<file path="src/hw/dma_consts.svh">
`ifndef DMA_CONSTS_SVH
`define DMA_CONSTS_SVH

// AXI address width
`define DMA_AW 32

// Write data width
`define DMA_DW 32

// Bytes per data beat
`define DMA_BC 4

// Command queue entries, also the credits owned by the requester after reset
`define DMA_QDEPTH 4

// Requester tag width
`define DMA_TAGW 4

// AXI len field width
`define DMA_LENW 8

`endif

</file>
<file path="src/hw/axi_pkg.sv">
package axi_pkg;

    // AWBURST / ARBURST encoding
    // WRAP left out, no wrapping bursts issued
    typedef enum logic [1:0] {
        FIXED = 2'b00,
        INCR  = 2'b01
    } axi_burst_e;

    // BRESP / RRESP encoding
    typedef enum logic [1:0] {
        OKAY   = 2'b00,
        EXOKAY = 2'b01,
        SLVERR = 2'b10,
        DECERR = 2'b11
    } axi_resp_e;

endpackage

</file>
<file path="src/hw/dma_pkg.sv">
package dma_pkg;

    // Command opcode from the requester
    typedef enum logic [1:0] {
        // Incrementing burst
        WR_INCR      = 2'b00,
        // Same address every beat
        WR_FIXED     = 2'b01,
        // Incrementing, exclusive access
        WR_INCR_LOCK = 2'b10
    } dma_op_e;

    // Result reported with each completion
    typedef enum logic [1:0] {
        DONE_OK      = 2'b00,
        DONE_SLV_ERR = 2'b01,
        DONE_DEC_ERR = 2'b10
    } dma_status_e;

    // W channel streamer state
    typedef enum logic {
        IDLE  = 1'b0,
        BURST = 1'b1
    } w_state_e;

endpackage

</file>
<file path="src/hw/axi_aw_issue.sv">
`timescale 1ns/1ps

`include "dma_consts.svh"

module axi_aw_issue import axi_pkg::*, dma_pkg::*; (
    input  logic                 clk,
    input  logic                 rst_n,

    // Queue read side
    input  logic                 i_avail,
    input  logic [`DMA_AW-1:0]   i_addr,
    input  logic [`DMA_LENW-1:0] i_len,
    input  dma_op_e              i_op,
    output logic                 o_pop,

    // AW channel
    output logic                 o_awvalid,
    input  logic                 i_awready,
    output logic [`DMA_AW-1:0]   o_awaddr,
    output logic [`DMA_LENW-1:0] o_awlen,
    output logic [2:0]           o_awsize,
    output axi_burst_e           o_awburst,
    output logic                 o_awlock,
    output logic                 o_awid,

    // To completion unit
    output logic                 o_aw_done
);

    logic aw_hs;

    // Head entry stays put until the handshake, so fields are stable
    always_comb o_awvalid = i_avail;
    always_comb aw_hs     = o_awvalid && i_awready;

    always_comb begin
        o_awaddr  = i_addr;
        o_awlen   = i_len;
        o_awsize  = 3'($clog2(`DMA_BC));
        o_awid    = 1'b0;
        o_awburst = INCR;
        o_awlock  = 1'b0;
        case (i_op)
            WR_FIXED:     o_awburst = FIXED;
            WR_INCR_LOCK: o_awlock  = 1'b1;
            default:      o_awburst = INCR;
        endcase
    end

    // One pop and one done pulse per accepted address
    always_comb o_pop     = aw_hs;
    always_comb o_aw_done = aw_hs;

endmodule

</file>
<file path="src/hw/axi_w_stream.sv">
`timescale 1ns/1ps

`include "dma_consts.svh"

module axi_w_stream import dma_pkg::*; (
    input  logic                 clk,
    input  logic                 rst_n,

    // Queue read side
    input  logic                 i_avail,
    input  logic [`DMA_LENW-1:0] i_len,
    output logic                 o_pop,

    // Data FIFO
    input  logic                 i_data_valid,
    input  logic [`DMA_DW-1:0]   i_data,
    output logic                 o_data_ready,

    // W channel
    output logic                 o_wvalid,
    input  logic                 i_wready,
    output logic [`DMA_DW-1:0]   o_wdata,
    output logic [`DMA_BC-1:0]   o_wstrb,
    output logic                 o_wlast,

    // To completion unit
    output logic                 o_w_done
);

    w_state_e             state;
    logic [`DMA_LENW-1:0] beat_cnt;
    // Counter value seen this cycle, straight from the queue when idle
    logic [`DMA_LENW-1:0] cnt_cur;
    logic                 active;
    logic                 w_hs;

    // Idle with an entry waiting streams at once, no bubble between bursts
    always_comb active  = (state == BURST) || i_avail;
    always_comb cnt_cur = (state == BURST) ? beat_cnt : i_len;

    always_comb begin
        o_wvalid     = active && i_data_valid;
        o_data_ready = active && i_wready;
        o_wdata      = i_data;
        o_wstrb      = '1;
        o_wlast      = (cnt_cur == '0);
    end

    always_comb w_hs     = o_wvalid && i_wready;
    always_comb o_pop    = w_hs && o_wlast;
    always_comb o_w_done = w_hs && o_wlast;

    always_ff @(posedge clk or negedge rst_n) begin
        if (!rst_n) begin
            state    <= IDLE;
            beat_cnt <= '0;
        end
        else if (w_hs) begin
            if (o_wlast) begin
                // Burst finished, next entry picked up from idle
                state <= IDLE;
            end
            else begin
                state    <= BURST;
                beat_cnt <= cnt_cur - 1'b1;
            end
        end
        else if (state == IDLE && i_avail) begin
            // Load length while waiting on FIFO or wready
            state    <= BURST;
            beat_cnt <= i_len;
        end
    end

endmodule

</file>
<file path="src/hw/dma_req_queue.sv">
`timescale 1ns/1ps

`include "dma_consts.svh"

module dma_req_queue import dma_pkg::*; (
    input  logic                 clk,
    input  logic                 rst_n,

    input  logic                 i_req_valid,
    input  logic [`DMA_AW-1:0]   i_req_addr,
    input  logic [`DMA_LENW-1:0] i_req_len,
    input  dma_op_e              i_req_op,
    input  logic [`DMA_TAGW-1:0] i_req_tag,
    output logic                 o_req_credit,

    input  logic                 i_aw_pop,
    output logic                 o_aw_avail,
    output logic [`DMA_AW-1:0]   o_aw_addr,
    output logic [`DMA_LENW-1:0] o_aw_len,
    output dma_op_e              o_aw_op,

    input  logic                 i_w_pop,
    output logic                 o_w_avail,
    output logic [`DMA_LENW-1:0] o_w_len,

    input  logic                 i_cmp_pop,
    output logic [`DMA_TAGW-1:0] o_cmp_tag,
    output logic [`DMA_LENW-1:0] o_cmp_len
);

    localparam int PW = $clog2(`DMA_QDEPTH);

    // Entry storage
    logic [`DMA_AW-1:0]   addr_mem [`DMA_QDEPTH];
    logic [`DMA_LENW-1:0] len_mem  [`DMA_QDEPTH];
    dma_op_e              op_mem   [`DMA_QDEPTH];
    logic [`DMA_TAGW-1:0] tag_mem  [`DMA_QDEPTH];

    // Extra wrap bit tells a full queue from an empty one
    logic [PW:0]   wr_ptr;
    logic [PW:0]   aw_ptr;
    logic [PW:0]   w_ptr;
    // Completion side never compared, index bits only
    logic [PW-1:0] cmp_ptr;

    // Requester holds a credit, so the slot is always free here
    always_ff @(posedge clk) begin
        if (i_req_valid) begin
            addr_mem[wr_ptr[PW-1:0]] <= i_req_addr;
            len_mem[wr_ptr[PW-1:0]]  <= i_req_len;
            op_mem[wr_ptr[PW-1:0]]   <= i_req_op;
            tag_mem[wr_ptr[PW-1:0]]  <= i_req_tag;
        end
    end

    always_ff @(posedge clk or negedge rst_n) begin
        if (!rst_n) begin
            wr_ptr       <= '0;
            aw_ptr       <= '0;
            w_ptr        <= '0;
            cmp_ptr      <= '0;
            o_req_credit <= 1'b0;
        end
        else begin
            if (i_req_valid) wr_ptr <= wr_ptr + 1'b1;
            if (i_aw_pop)    aw_ptr <= aw_ptr + 1'b1;
            if (i_w_pop)     w_ptr  <= w_ptr + 1'b1;
            if (i_cmp_pop)   cmp_ptr <= cmp_ptr + 1'b1;
            // Freed slot goes back one cycle after the B handshake
            o_req_credit <= i_cmp_pop;
        end
    end

    // AW and W readers trail the writer independently
    always_comb o_aw_avail = (aw_ptr != wr_ptr);
    always_comb o_w_avail  = (w_ptr != wr_ptr);

    always_comb begin
        o_aw_addr = addr_mem[aw_ptr[PW-1:0]];
        o_aw_len  = len_mem[aw_ptr[PW-1:0]];
        o_aw_op   = op_mem[aw_ptr[PW-1:0]];
        o_w_len   = len_mem[w_ptr[PW-1:0]];
        o_cmp_tag = tag_mem[cmp_ptr];
        o_cmp_len = len_mem[cmp_ptr];
    end

endmodule

</file>
<file path="src/hw/dma_wr_complete.sv">
`timescale 1ns/1ps

`include "dma_consts.svh"

module dma_wr_complete import axi_pkg::*, dma_pkg::*; (
    input  logic                                  clk,
    input  logic                                  rst_n,

    input  logic                                  i_aw_done,
    input  logic                                  i_w_done,

    // B channel
    input  logic                                  i_bvalid,
    input  axi_resp_e                             i_bresp,
    output logic                                  o_bready,

    // Queue completion side
    input  logic [`DMA_TAGW-1:0]                  i_tag,
    input  logic [`DMA_LENW-1:0]                  i_len,
    output logic                                  o_pop,

    // Completion record
    output logic                                  o_done_valid,
    output logic [`DMA_TAGW-1:0]                  o_done_tag,
    output dma_status_e                           o_done_status,
    output logic [`DMA_LENW+$clog2(`DMA_BC):0]    o_done_bytes
);

    // Up to a full queue outstanding on each side
    logic [$clog2(`DMA_QDEPTH):0] aw_cnt;
    logic [$clog2(`DMA_QDEPTH):0] w_cnt;
    logic                         b_hs;
    logic [`DMA_LENW:0]           beats;
    dma_status_e                  status;

    // B only taken once address and data of the head command are both out
    always_comb o_bready = (aw_cnt != '0) && (w_cnt != '0);
    always_comb b_hs     = i_bvalid && o_bready;
    always_comb o_pop    = b_hs;

    always_ff @(posedge clk or negedge rst_n) begin
        if (!rst_n) begin
            aw_cnt       <= '0;
            w_cnt        <= '0;
            o_done_valid <= 1'b0;
        end
        else begin
            aw_cnt       <= aw_cnt + i_aw_done - b_hs;
            w_cnt        <= w_cnt + i_w_done - b_hs;
            o_done_valid <= b_hs;
        end
    end

    always_comb beats = {1'b0, i_len} + 1'b1;

    always_comb begin
        case (i_bresp)
            SLVERR:  status = DONE_SLV_ERR;
            DECERR:  status = DONE_DEC_ERR;
            // OKAY and EXOKAY
            default: status = DONE_OK;
        endcase
    end

    // Record captured at the handshake, valid the cycle after
    always_ff @(posedge clk) begin
        if (b_hs) begin
            o_done_tag    <= i_tag;
            o_done_status <= status;
            o_done_bytes  <= {beats, {$clog2(`DMA_BC){1'b0}}};
        end
    end

endmodule

</file>
<file path="src/hw/dma_wr_mgr.sv">
`timescale 1ns/1ps

`include "dma_consts.svh"

module dma_wr_mgr import axi_pkg::*, dma_pkg::*; (
    input  logic                               clk,
    input  logic                               rst_n,

    // Request port, credit flow control
    input  logic                               i_req_valid,
    input  logic [`DMA_AW-1:0]                 i_req_addr,
    input  logic [`DMA_LENW-1:0]               i_req_len,
    input  dma_op_e                            i_req_op,
    input  logic [`DMA_TAGW-1:0]               i_req_tag,
    output logic                               o_req_credit,

    // Data FIFO
    input  logic                               i_data_valid,
    input  logic [`DMA_DW-1:0]                 i_data,
    output logic                               o_data_ready,

    // AW channel
    output logic                               o_awvalid,
    input  logic                               i_awready,
    output logic [`DMA_AW-1:0]                 o_awaddr,
    output logic [`DMA_LENW-1:0]               o_awlen,
    output logic [2:0]                         o_awsize,
    output axi_burst_e                         o_awburst,
    output logic                               o_awlock,
    output logic                               o_awid,

    // W channel
    output logic                               o_wvalid,
    input  logic                               i_wready,
    output logic [`DMA_DW-1:0]                 o_wdata,
    output logic [`DMA_BC-1:0]                 o_wstrb,
    output logic                               o_wlast,

    // B channel
    input  logic                               i_bvalid,
    input  axi_resp_e                          i_bresp,
    output logic                               o_bready,

    // Completions, in command order
    output logic                               o_done_valid,
    output logic [`DMA_TAGW-1:0]               o_done_tag,
    output dma_status_e                        o_done_status,
    output logic [`DMA_LENW+$clog2(`DMA_BC):0] o_done_bytes
);

    // Queue to address issuer
    logic                 aw_avail;
    logic [`DMA_AW-1:0]   aw_addr;
    logic [`DMA_LENW-1:0] aw_len;
    dma_op_e              aw_op;
    logic                 aw_pop;
    // Queue to data streamer
    logic                 w_avail;
    logic [`DMA_LENW-1:0] w_len;
    logic                 w_pop;
    // Queue to completion unit
    logic                 cmp_pop;
    logic [`DMA_TAGW-1:0] cmp_tag;
    logic [`DMA_LENW-1:0] cmp_len;
    // Channel events for B matching
    logic                 aw_done;
    logic                 w_done;

    dma_req_queue u_queue (
        .clk          (clk),
        .rst_n        (rst_n),
        .i_req_valid  (i_req_valid),
        .i_req_addr   (i_req_addr),
        .i_req_len    (i_req_len),
        .i_req_op     (i_req_op),
        .i_req_tag    (i_req_tag),
        .o_req_credit (o_req_credit),
        .i_aw_pop     (aw_pop),
        .o_aw_avail   (aw_avail),
        .o_aw_addr    (aw_addr),
        .o_aw_len     (aw_len),
        .o_aw_op      (aw_op),
        .i_w_pop      (w_pop),
        .o_w_avail    (w_avail),
        .o_w_len      (w_len),
        .i_cmp_pop    (cmp_pop),
        .o_cmp_tag    (cmp_tag),
        .o_cmp_len    (cmp_len)
    );

    axi_aw_issue u_aw (
        .clk       (clk),
        .rst_n     (rst_n),
        .i_avail   (aw_avail),
        .i_addr    (aw_addr),
        .i_len     (aw_len),
        .i_op      (aw_op),
        .o_pop     (aw_pop),
        .o_awvalid (o_awvalid),
        .i_awready (i_awready),
        .o_awaddr  (o_awaddr),
        .o_awlen   (o_awlen),
        .o_awsize  (o_awsize),
        .o_awburst (o_awburst),
        .o_awlock  (o_awlock),
        .o_awid    (o_awid),
        .o_aw_done (aw_done)
    );

    axi_w_stream u_w (
        .clk          (clk),
        .rst_n        (rst_n),
        .i_avail      (w_avail),
        .i_len        (w_len),
        .o_pop        (w_pop),
        .i_data_valid (i_data_valid),
        .i_data       (i_data),
        .o_data_ready (o_data_ready),
        .o_wvalid     (o_wvalid),
        .i_wready     (i_wready),
        .o_wdata      (o_wdata),
        .o_wstrb      (o_wstrb),
        .o_wlast      (o_wlast),
        .o_w_done     (w_done)
    );

    dma_wr_complete u_cmp (
        .clk           (clk),
        .rst_n         (rst_n),
        .i_aw_done     (aw_done),
        .i_w_done      (w_done),
        .i_bvalid      (i_bvalid),
        .i_bresp       (i_bresp),
        .o_bready      (o_bready),
        .i_tag         (cmp_tag),
        .i_len         (cmp_len),
        .o_pop         (cmp_pop),
        .o_done_valid  (o_done_valid),
        .o_done_tag    (o_done_tag),
        .o_done_status (o_done_status),
        .o_done_bytes  (o_done_bytes)
    );

endmodule

</file>
<file path="config.mk">
export PLATFORM = sky130hd
export DESIGN_NAME = dma_wr_mgr
export DESIGN_NICKNAME = d
export VERILOG_FILES = /design/src/hw/axi_pkg.sv /design/src/hw/dma_pkg.sv /design/src/hw/axi_aw_issue.sv /design/src/hw/axi_w_stream.sv /design/src/hw/dma_req_queue.sv /design/src/hw/dma_wr_complete.sv /design/src/hw/dma_wr_mgr.sv
export VERILOG_INCLUDE_DIRS = /design/src /design/src/hw
export SDC_FILE = /design/constraint.sdc
export NUM_CORES = 1
export LEC_CHECK = 0
export ABC_AREA = 1
export CORE_MARGIN = 8
export CORE_UTILIZATION = 35
export DETAILED_ROUTE_END_ITERATION = 8
export DONT_BUFFER_PORTS = 1
export MAX_ROUTING_LAYER = met4
export RECOVER_POWER = 50
export SLEW_MARGIN = 40
export SYNTH_ARGS = -nofsm -noshare
export SYNTH_HDL_FRONTEND = slang
export SYNTH_SLANG_ARGS = --single-unit
</file>
<file path="constraint.sdc">
create_clock -name clk -period 3.3 [get_ports clk]
set_input_delay 0.495 -clock clk [delete_from_list [all_inputs] [get_ports clk]]
set_output_delay 0.495 -clock clk [all_outputs]
set_load 0.05 [all_outputs]
</file>
Yosys cells after proc, flatten, opt, wreduce, memory -nomap -nowiden
Memories as Yosys holds them, arrays and structs flattened. A register that Yosys moved wholly into a read port is not among the register bits.
Index checks and enable logic that the tools add are counted.
Widths: inputs -> output; s select.
- bits in registers: 38
- bits in writable memories: 184
- input bits: 87
- output and inout bits: 107
- logic and storage cells: 59
- memories: 4
- memories (name ; depth ; bits a word ; read ports ; clocked after Yosys merged registers in ; wr ports ; RTL line ; text):
    u_queue.addr_mem ; 4 ; 32 ; 1 ; 0 ; 1 ; dma_req_queue.sv:34 ; logic [`DMA_AW-1:0] addr_mem [`DMA_QDEPTH];
    u_queue.len_mem ; 4 ; 8 ; 3 ; 0 ; 1 ; dma_req_queue.sv:35 ; logic [`DMA_LENW-1:0] len_mem [`DMA_QDEPTH];
    u_queue.tag_mem ; 4 ; 4 ; 1 ; 1 ; 1 ; dma_req_queue.sv:37 ; logic [`DMA_TAGW-1:0] tag_mem [`DMA_QDEPTH];
    u_queue.op_mem ; 4 ; 2 ; 1 ; 0 ; 1 ; dma_req_queue.sv:36 ; dma_op_e op_mem [`DMA_QDEPTH];
- $add $sub $neg: 10
- eq/ne operators: 7
- muxes and demuxes: 12
- bitwise gates (word level): 1
- reductions and logical operators: 14
- operators with widths (cell ; number):
    $mux 8 ; 4
    $add 3x1->3 const B ; 3
    $add 8x1->9 const B ; 1
    $logic_and 1x1->1 ; 8
    $logic_not 8->1 ; 1
    $sub 8x1->8 const B ; 1
    $mux 1 ; 7
    $add 3x1->3 ; 2
    $eq 2x2->1 const B ; 3
    $ne 3x3->1 ; 2
    $reduce_bool 3->1 ; 2
    $sub 3x1->3 ; 2
    $pmux 2 s2 ; 1
    $add 2x1->2 const B ; 1
    $eq 2x1->1 const B ; 1
    $ne 2x2->1 const B ; 1
    $reduce_and 2->1 ; 1
    $reduce_bool 2->1 ; 1
    $logic_or 1x1->1 ; 1
    $not 1->1 ; 1

Longest topological paths before layout
Gate-level depths: netlist of the first run.
- depth in word-level cells: 7
- mapped depth: 18
- gate-level depth less buffers: 16

Cells and area by module
From an unflattened synthesis of the first run, not the netlist that was laid out.
- cell total of the unflattened synthesis: 1244
- area, all modules: 11434.7 µm²
- by module, submodules not included (module ; times used ; cells an instance ; area each (µm²) ; seq. area each (µm²)):
    dma_req_queue ; 1 ; 914 ; 8897.3 ; 5825.6
    axi_w_stream ; 1 ; 182 ; 1133.6 ; 225.2
    dma_wr_complete ; 1 ; 94 ; 1022.2 ; 625.6
    axi_aw_issue ; 1 ; 54 ; 381.6 ; 0.0

Worst setup path before layout of the first run
Ideal clock, no wire load.
- path kind: register -> register
- start: register u_cmp.w_cnt[1]
- end: register u_cmp.aw_cnt[2]
- library setup time: 0.129 ns
- arrival: 2.543 ns
- path slack: 0.629 ns
- cell stages (with the launch flop): 11
- period minus slack after synthesis: 2.671 ns
- path through: dfrtp_1 -> o32ai_1 -> inv_1 -> nand2_1 -> inv_1 -> ha_1 -> inv_1 -> ha_1 -> fa_1 -> xnor2_1 -> xor2_1
- word-level cells in the longest chain between the ends: 4
- RTL lines (what ; RTL line ; text):
    start: declaration ; dma_wr_complete.sv:31 ; logic [$clog2(`DMA_QDEPTH):0] w_cnt;
    start signal: assignment ; dma_wr_complete.sv:49 ; w_cnt <= w_cnt + i_w_done - b_hs;
    $reduce_bool 3->1 ; dma_wr_complete.sv:37 ; always_comb o_bready = (aw_cnt != '0) && (w_cnt != '0);
    $logic_and 1x1->1 ; dma_wr_complete.sv:37 ;
    named net o_bready ; dma_wr_mgr.sv:42 ; output logic o_bready,
    $logic_and 1x1->1 ; dma_wr_complete.sv:38 ; always_comb b_hs = i_bvalid && o_bready;
    named net cmp_pop ; dma_wr_mgr.sv:62 ; logic cmp_pop;
    $sub 3x1->3 ; dma_wr_complete.sv:48 ; aw_cnt <= aw_cnt + i_aw_done - b_hs;
    end signal: assignment ; dma_wr_complete.sv:48 ;
    end: declaration ; dma_wr_complete.sv:30 ; logic [$clog2(`DMA_QDEPTH):0] aw_cnt;
The timed path passes the listed nets, and every way through them passes these cells.
A chain may end at the register's enable or synchronous reset.

Worst setup path after layout of the first run
- start: register u_queue.aw_ptr[0]
- end: output port o_awaddr[31]
- word-level cells in the longest chain between the ends: 1
- RTL lines (what ; RTL line ; text):
    start: declaration ; dma_req_queue.sv:41 ; logic [PW:0] aw_ptr;
    start signal: assignment ; dma_req_queue.sv:66 ; if (i_aw_pop) aw_ptr <= aw_ptr + 1'b1;
    $mem_v2 4x32 ; -- ;
    end: declaration ; dma_wr_mgr.sv:25 ; output logic [`DMA_AW-1:0] o_awaddr,
Every way passes these cells.

==> results of run 1 <==
kinds of logic after synthesis:
logic type,share of synthesized area (%)
other cells,0.0751
xor+xnor,2.01
buf+inv,6.93
simple gates,13.3
flops,66.5
fa+ha+maj,2.03
compound gates,9.11
worst register-to-register path, cell delays in order, from the launching register on:
cell and delay, ns:
dfrtp_1 0.52, inv_4 0.17, nand3_1 0.09, nand2_1 0.09, nand2_1 0.05, nand2_1 0.15, ha_1 0.19, nand2_2 0.07
nor2_4 0.11, nand3_4 0.15, ha_1 0.30, inv_1 0.06, ha_1 0.13, inv_1 0.05, fa_1 0.37, xnor2_1 0.14
through the flow:
stage	setup slack [ns]	total power, mW
floorplan	0.629	8.64
global placement	0.601	10.2
detailed placement	0.538	10.3
CTS	0.323	12.9
global route	0.209	13.5
finish	0.384	12.7
Yosys cell counts, types with 3 or more instances:
| cell type | instances | area, um2 |
|---|---|---|
| a21oi_1 | 4 | 20.0 |
| buf_1 | 3 | 11.3 |
| buf_2 | 3 | 15.0 |
| buf_4 | 46 | 345 |
| clkbuf_1 | 28 | 105 |
| dfrtp_1 | 27 | 676 |
| edfxtp_1 | 199 | 5980 |
| ha_1 | 13 | 163 |
| inv_1 | 41 | 154 |
| nand2_1 | 132 | 495 |
| nand2_2 | 15 | 93.8 |
| nand3_1 | 32 | 160 |
| nand4_1 | 5 | 31.3 |
| nor2_1 | 110 | 413 |
| o21ai_0 | 103 | 515 |
| o22ai_1 | 45 | 282 |
| or2_2 | 9 | 56.3 |
| xnor2_1 | 14 | 123 |
| xor2_1 | 9 | 78.8 |
worst max-delay path by stage:
stage                                   from                   endpoint  depth (start not counted)
2_1_floorplan       u_cmp.w_cnt[1]$_DFF_PN0_  u_cmp.aw_cnt[2]$_DFF_PN0_                         10
3_3_place_gp    u_queue.w_ptr[0]$_DFFE_PN0P_   u_cmp.w_cnt[1]$_DFF_PN0_                         16
3_5_place_dp    u_queue.w_ptr[1]$_DFFE_PN0P_   u_cmp.w_cnt[2]$_DFF_PN0_                         15
4_1_cts        u_queue.aw_ptr[0]$_DFFE_PN0N_               o_awaddr[31]                          5
5_1_grt         u_queue.w_ptr[1]$_DFFE_PN0P_                    o_wlast                         10
6_report       u_queue.aw_ptr[0]$_DFFE_PN0N_               o_awaddr[31]                          5
area by class of cell:
cell class | instances | area share, %
sequential | 226 | 58.8
clock inverter | 14 | 0.895
multi-input combinational | 522 | 23.7
timing repair buffer | 62 | 4.88
tap | 384 | 4.24
clock buffer | 32 | 5.95
inverter | 45 | 1.54
per-layer routing:
layer | global-route usage [%] | part of all wire (%) | up-vias
met5 | - | 0 | -
met1 | 16.8 | 42 | 3048
met3 | 4.06 | 8.3 | 67
li1 | - | - | 2996
met4 | 4.83 | 3.2 | 0
met2 | 22.4 | 47 | 192
power breakdown:
group	total, mW	switching [mW]	internal [mW]
Sequential	4.57	0.658	3.91
Combinational	5.58	3.92	1.66
Clock	2.59	1.14	1.45
state kept, by name, indices dropped and copies added (netlist names), 4 cells and up:
register	flops
u_cmp.o_done_bytes	9
u_cmp.o_done_tag	4
u_queue.addr_mem	128
u_queue.len_mem	32
u_queue.op_mem	8
u_queue.tag_mem	16
u_w.beat_cnt	8
timing repair:
item                                   CTS  global route
hold buffers                             2             0
endpoints found under the hold margin   27             0
setup buffers                            0             0
==> results.ini, run 1 <==
[setup_path]
cp_cell_sequence=inv_2, buf_4, o21ai_0, o22ai_1, buf_4
arrival_ns=2.42
required_ns=2.80
end_kind=output pin
cpPeakStageDelay_ns=0.55
crit_fanout=26
crit_top_cell=buf_4
rrSetupSlack_ns=0.55
cp_slowest_cell=dfrtp_2
reg2reg_from=u_queue.w_ptr[1]$_DFFE_PN0P_
crit_type=reg2out
critPathBufInv=3
cp_top_family=buffers and inverters
start_kind=flip-flop
r2r-end=u_cmp.w_cnt[2]$_DFF_PN0_
ff2ff_path_depth=15

[worst_hold_path]
worstHoldStart=i_req_addr[30]
hold_class=in2reg
whs_path_depth=0
min_to=u_queue.addr_mem[1][30]$_DFFE_PP_

[synth]
syn_avg_cell_area_um2=11.5
synth_seq_area_share_pct=66.5
synth_async_sr_flop_share_pct=11.9
synth_area_um2=10000
synth_seq_cells=226
synthFlopType=edfxtp_1
synth_cell_types=37
postSynthCellCount=867
ys_warn_count=0
synth_edf_count=199

[clock_tree]
path_clk_slew_ns=0.06
ctsResizeCount=0
clk_path_buf_depth=3
clock_sinks=226
cts_max_level=1
insertion_delay_ns=0.54
tritoncts=built
cts_inserted_buffers=26
root_buffer=clkbuf_16

[detailed_routing]
drcViolationCount=0
drtIter0Drc=478
vias_per_cell=4.91
wl_mm=23.5
dr.pass1.iters=5
via_count=6303
avgRoutedWirePerCell_um=18.3
ant_nets=0

[floorplan]
num_io_pins=194
fp.dieArea_um2=34200
core-area_um2=28400
rows=62
die_h_um=185
die_w_um=185
start_util_pct=35.2

[sta]
final_hold_viol_count=0
min_period_over_period_pct=88.4
relSlewSlack_pct=-8.27
rsz0062_at_grt=no
hold_slack_ns=0.0418
tightest_slew_ns=1.62
fin_setup_tns_ns=0
fin_crit_ns=2.92
max_freq_mhz=343
drv_slew=28
fin_skew_ns=0.0254
finalSetupViolations=0

[global_route]
grt_start_max_net_pins=72
grt_first_pass_wirelength_mm=36.3
grt_overflow=0
grt_pass1_vias=6241
grt.total_usage_pct=14.0
antenna_found_initial=0

[finish]
final_util_pct=39.9
final_common_cell=edfxtp_1
finalNonFillerCells=1285
seq_area_um2=6650
drive_gt1_share_pct=14.4
multiInputGateArea_um2=2690
antenna_cells=0
fillers=2739
finish.instance_area_um2=11300
syn_to_final_growth_pct=13.2
final_cell_mix=199 x edfxtp_1, 132 x nand2_1, 110 x nor2_1
nets=985

[outcome]
violations=capacitance limit, slew limit
status=finished, violations left

[placed_design]
dpl_cell_area_um2=10500
port_buffers=0
place_congestion=0.853
dpl.hpwl_mm=15.5
dp_cells=1237

[power]
power_density_nw_per_um2=1130
ir_worst_vdd_v=0.000708
p_leak_nw=4.20

[job]
maxCapViolCount=1

Power figures use the tool's default switching activity.
==> inputs of run 2 (changes only) <==
- ABC_CLOCK_PERIOD_IN_PS: not set -> 3300
- CORE_UTILIZATION: 35 -> 55
- PLACE_DENSITY: not set -> 0.7
- SLEW_MARGIN: 40 -> 10
==> run 2 against run 1 <==
  * The flow still finishes with violations (capacitance limit, slew limit)
  * Largest power group unchanged
  * Combinational power fell by 2%
  * Sequential power is 1% higher
  * Critical endpoint is now o_awaddr[11]
  * Power fell by 0.48%
  * Via count is 1.9% higher
  * Sequential share of layout area increased by 1.2 points
  * Utilization up 22 points
==> results.ini, run 2 (synthesis results as in run 1) <==
[finish]
antenna_cells=0
syn_to_final_growth_pct=10.9
nets=983
final_cell_mix=199 x edfxtp_1, 132 x nand2_1, 110 x nor2_1
drive_gt1_share_pct=14.5
largest_reg_flops=128
final_common_cell=edfxtp_1

[power]
ir_worst_vdd_v=0.000898
power_density_nw_per_um2=1140
p_leak_nw=4.20

[setup_path]
arrival_ns=2.57
cpPeakStageDelay_ns=0.63
crit_top_cell=buf_4
ff2ff_path_depth=16
cp_cell_sequence=buf_4, o21ai_0, o22ai_1, buf_4
required_ns=2.80
cp_slowest_cell=dfrtp_2
end_kind=output pin
crit_type=reg2out
start_kind=flip-flop
crit_fanout=66

[detailed_routing]
vias_per_cell=5.70
avgRoutedWirePerCell_um=19.7
via_count=6424
drtIter0Drc=427
ant_nets=0
wl_mm=22.3
drcViolationCount=0
dr.pass1.iters=5

[global_route]
grt_first_pass_wirelength_mm=34.7
grt.total_usage_pct=20.1
antenna_found_initial=0
grt_overflow=0
grt_pass1_vias=6594
grt_start_max_net_pins=67

[floorplan]
die_w_um=151
fp.dieArea_um2=22700
die_h_um=151
core-area_um2=17900
rows=49
num_io_pins=194
start_util_pct=55.8

[clock_tree]
tritoncts=built
insertion_delay_ns=0.52
clock_sinks=226
cts_max_level=1
clk_path_buf_depth=3
post_cts_buffers=0
path_clk_slew_ns=0.06
cts_inserted_buffers=24
root_buffer=clkbuf_16

[sta]
tightest_slew_ns=1.52
fin_skew_ns=0.0124
rsz0062_at_grt=no
drv_slew=28
max_freq_mhz=326
min_period_over_period_pct=92.9
finalSetupViolations=0
relSlewSlack_pct=-1.04
fin_setup_tns_ns=0
hold_slack_ns=0.0560
final_hold_viol_count=0
fin_crit_ns=3.07

[placed_design]
dpl.hpwl_mm=14.7
place_congestion=0.891
port_buffers=0

[job]
maxCapViolCount=1

[worst_hold_path]
whs_path_depth=1
hold_class=in2reg

[outcome]
status=finished, violations left
violations=capacitance limit, slew limit

==> run 2: cell types whose count changed in the layout (fill, tap and decap cells not counted), sizes merged <==
cell / before / now
inv: 44 / 45
buf: 57 / 59
clkinv: 12 / 9
clkbuf: 36 / 34
clkinvlp: 3 / 0
bufinv: 0 / 2
==> run 2: path summary, 6_finish.rpt <==
path,from,to,slack (ns)
setup reg to reg,u_queue.w_ptr[0]$_DFFE_PN0P_,u_cmp.w_cnt[1]$_DFF_PN0_,0.48
hold reg to reg,u_cmp.aw_cnt[1]$_DFF_PN0_,u_cmp.aw_cnt[2]$_DFF_PN0_,0.47
setup / recovery,u_queue.aw_ptr[0]$_DFFE_PN0N_,o_awaddr[11],0.23
max in group asynchronous,rst_n,u_queue.aw_ptr[0]$_DFFE_PN0N_,1.39
hold / removal,i_req_valid,u_queue.wr_ptr[0]$_DFFE_PN0P_,0.06
min in group asynchronous,rst_n,u_w.beat_cnt[2]$_DFFE_PN0P_,0.92
==> run 2: layout make-up <==
cell class | count | area, um2
fillers | 1384 | 6810
clock buffers | 32 | 631
multi-input cells | 522 | 2690
flip-flops and latches | 226 | 6650
well taps | 229 | 287
repair buffers | 62 | 523
inverters | 45 | 174
clock inverters | 11 | 138
==> run 2: worst max-delay path, delay by kind of cell, from the launching register on <==
family	cells	cell delay (ns)
AOI/OAI and AO/OA	2	0.50
DFF	1	0.63
buffers and inverters	2	0.89
==> run 2: per-stage QoR <==
step / utilization (%) / setup slack, ns / std cells / power (mW) / instance area (um2)
after floorplan: - / 0.629 / 876 / 8.64 / 10000
after global placement: 57.6 / 0.523 / 1082 / 10.0 / 10300
after detailed placement: 57.6 / 0.479 / 1082 / 10.2 / 10300
after CTS: 62.1 / 0.228 / 1127 / 12.8 / 11100
after global routing: 62.0 / 0.0731 / 1127 / 13.4 / 11100
final: 62.0 / 0.233 / 1127 / 12.7 / 11100
==> run 2: timing repair <==
action,CTS,global route
setup endpoints to repair,0,0
hold endpoints to repair,27,0
gates resized for setup,0,0
hold buffers,2,0
==> run 2: routing by layer <==
layer  up-vias  track usage, %  part of all wire (%)
li1       2994               -                     -
met1      3103            23.5                    39
met2       272            33.3                    50
met4         0            7.77                   3.2
met3        55            4.84                   7.8
met5         -               -                     0
==> run 2: power breakdown <==
group	internal [mW]	switching, mW
registers	3.91	0.709
logic	1.62	3.86
clock network	1.51	1.07
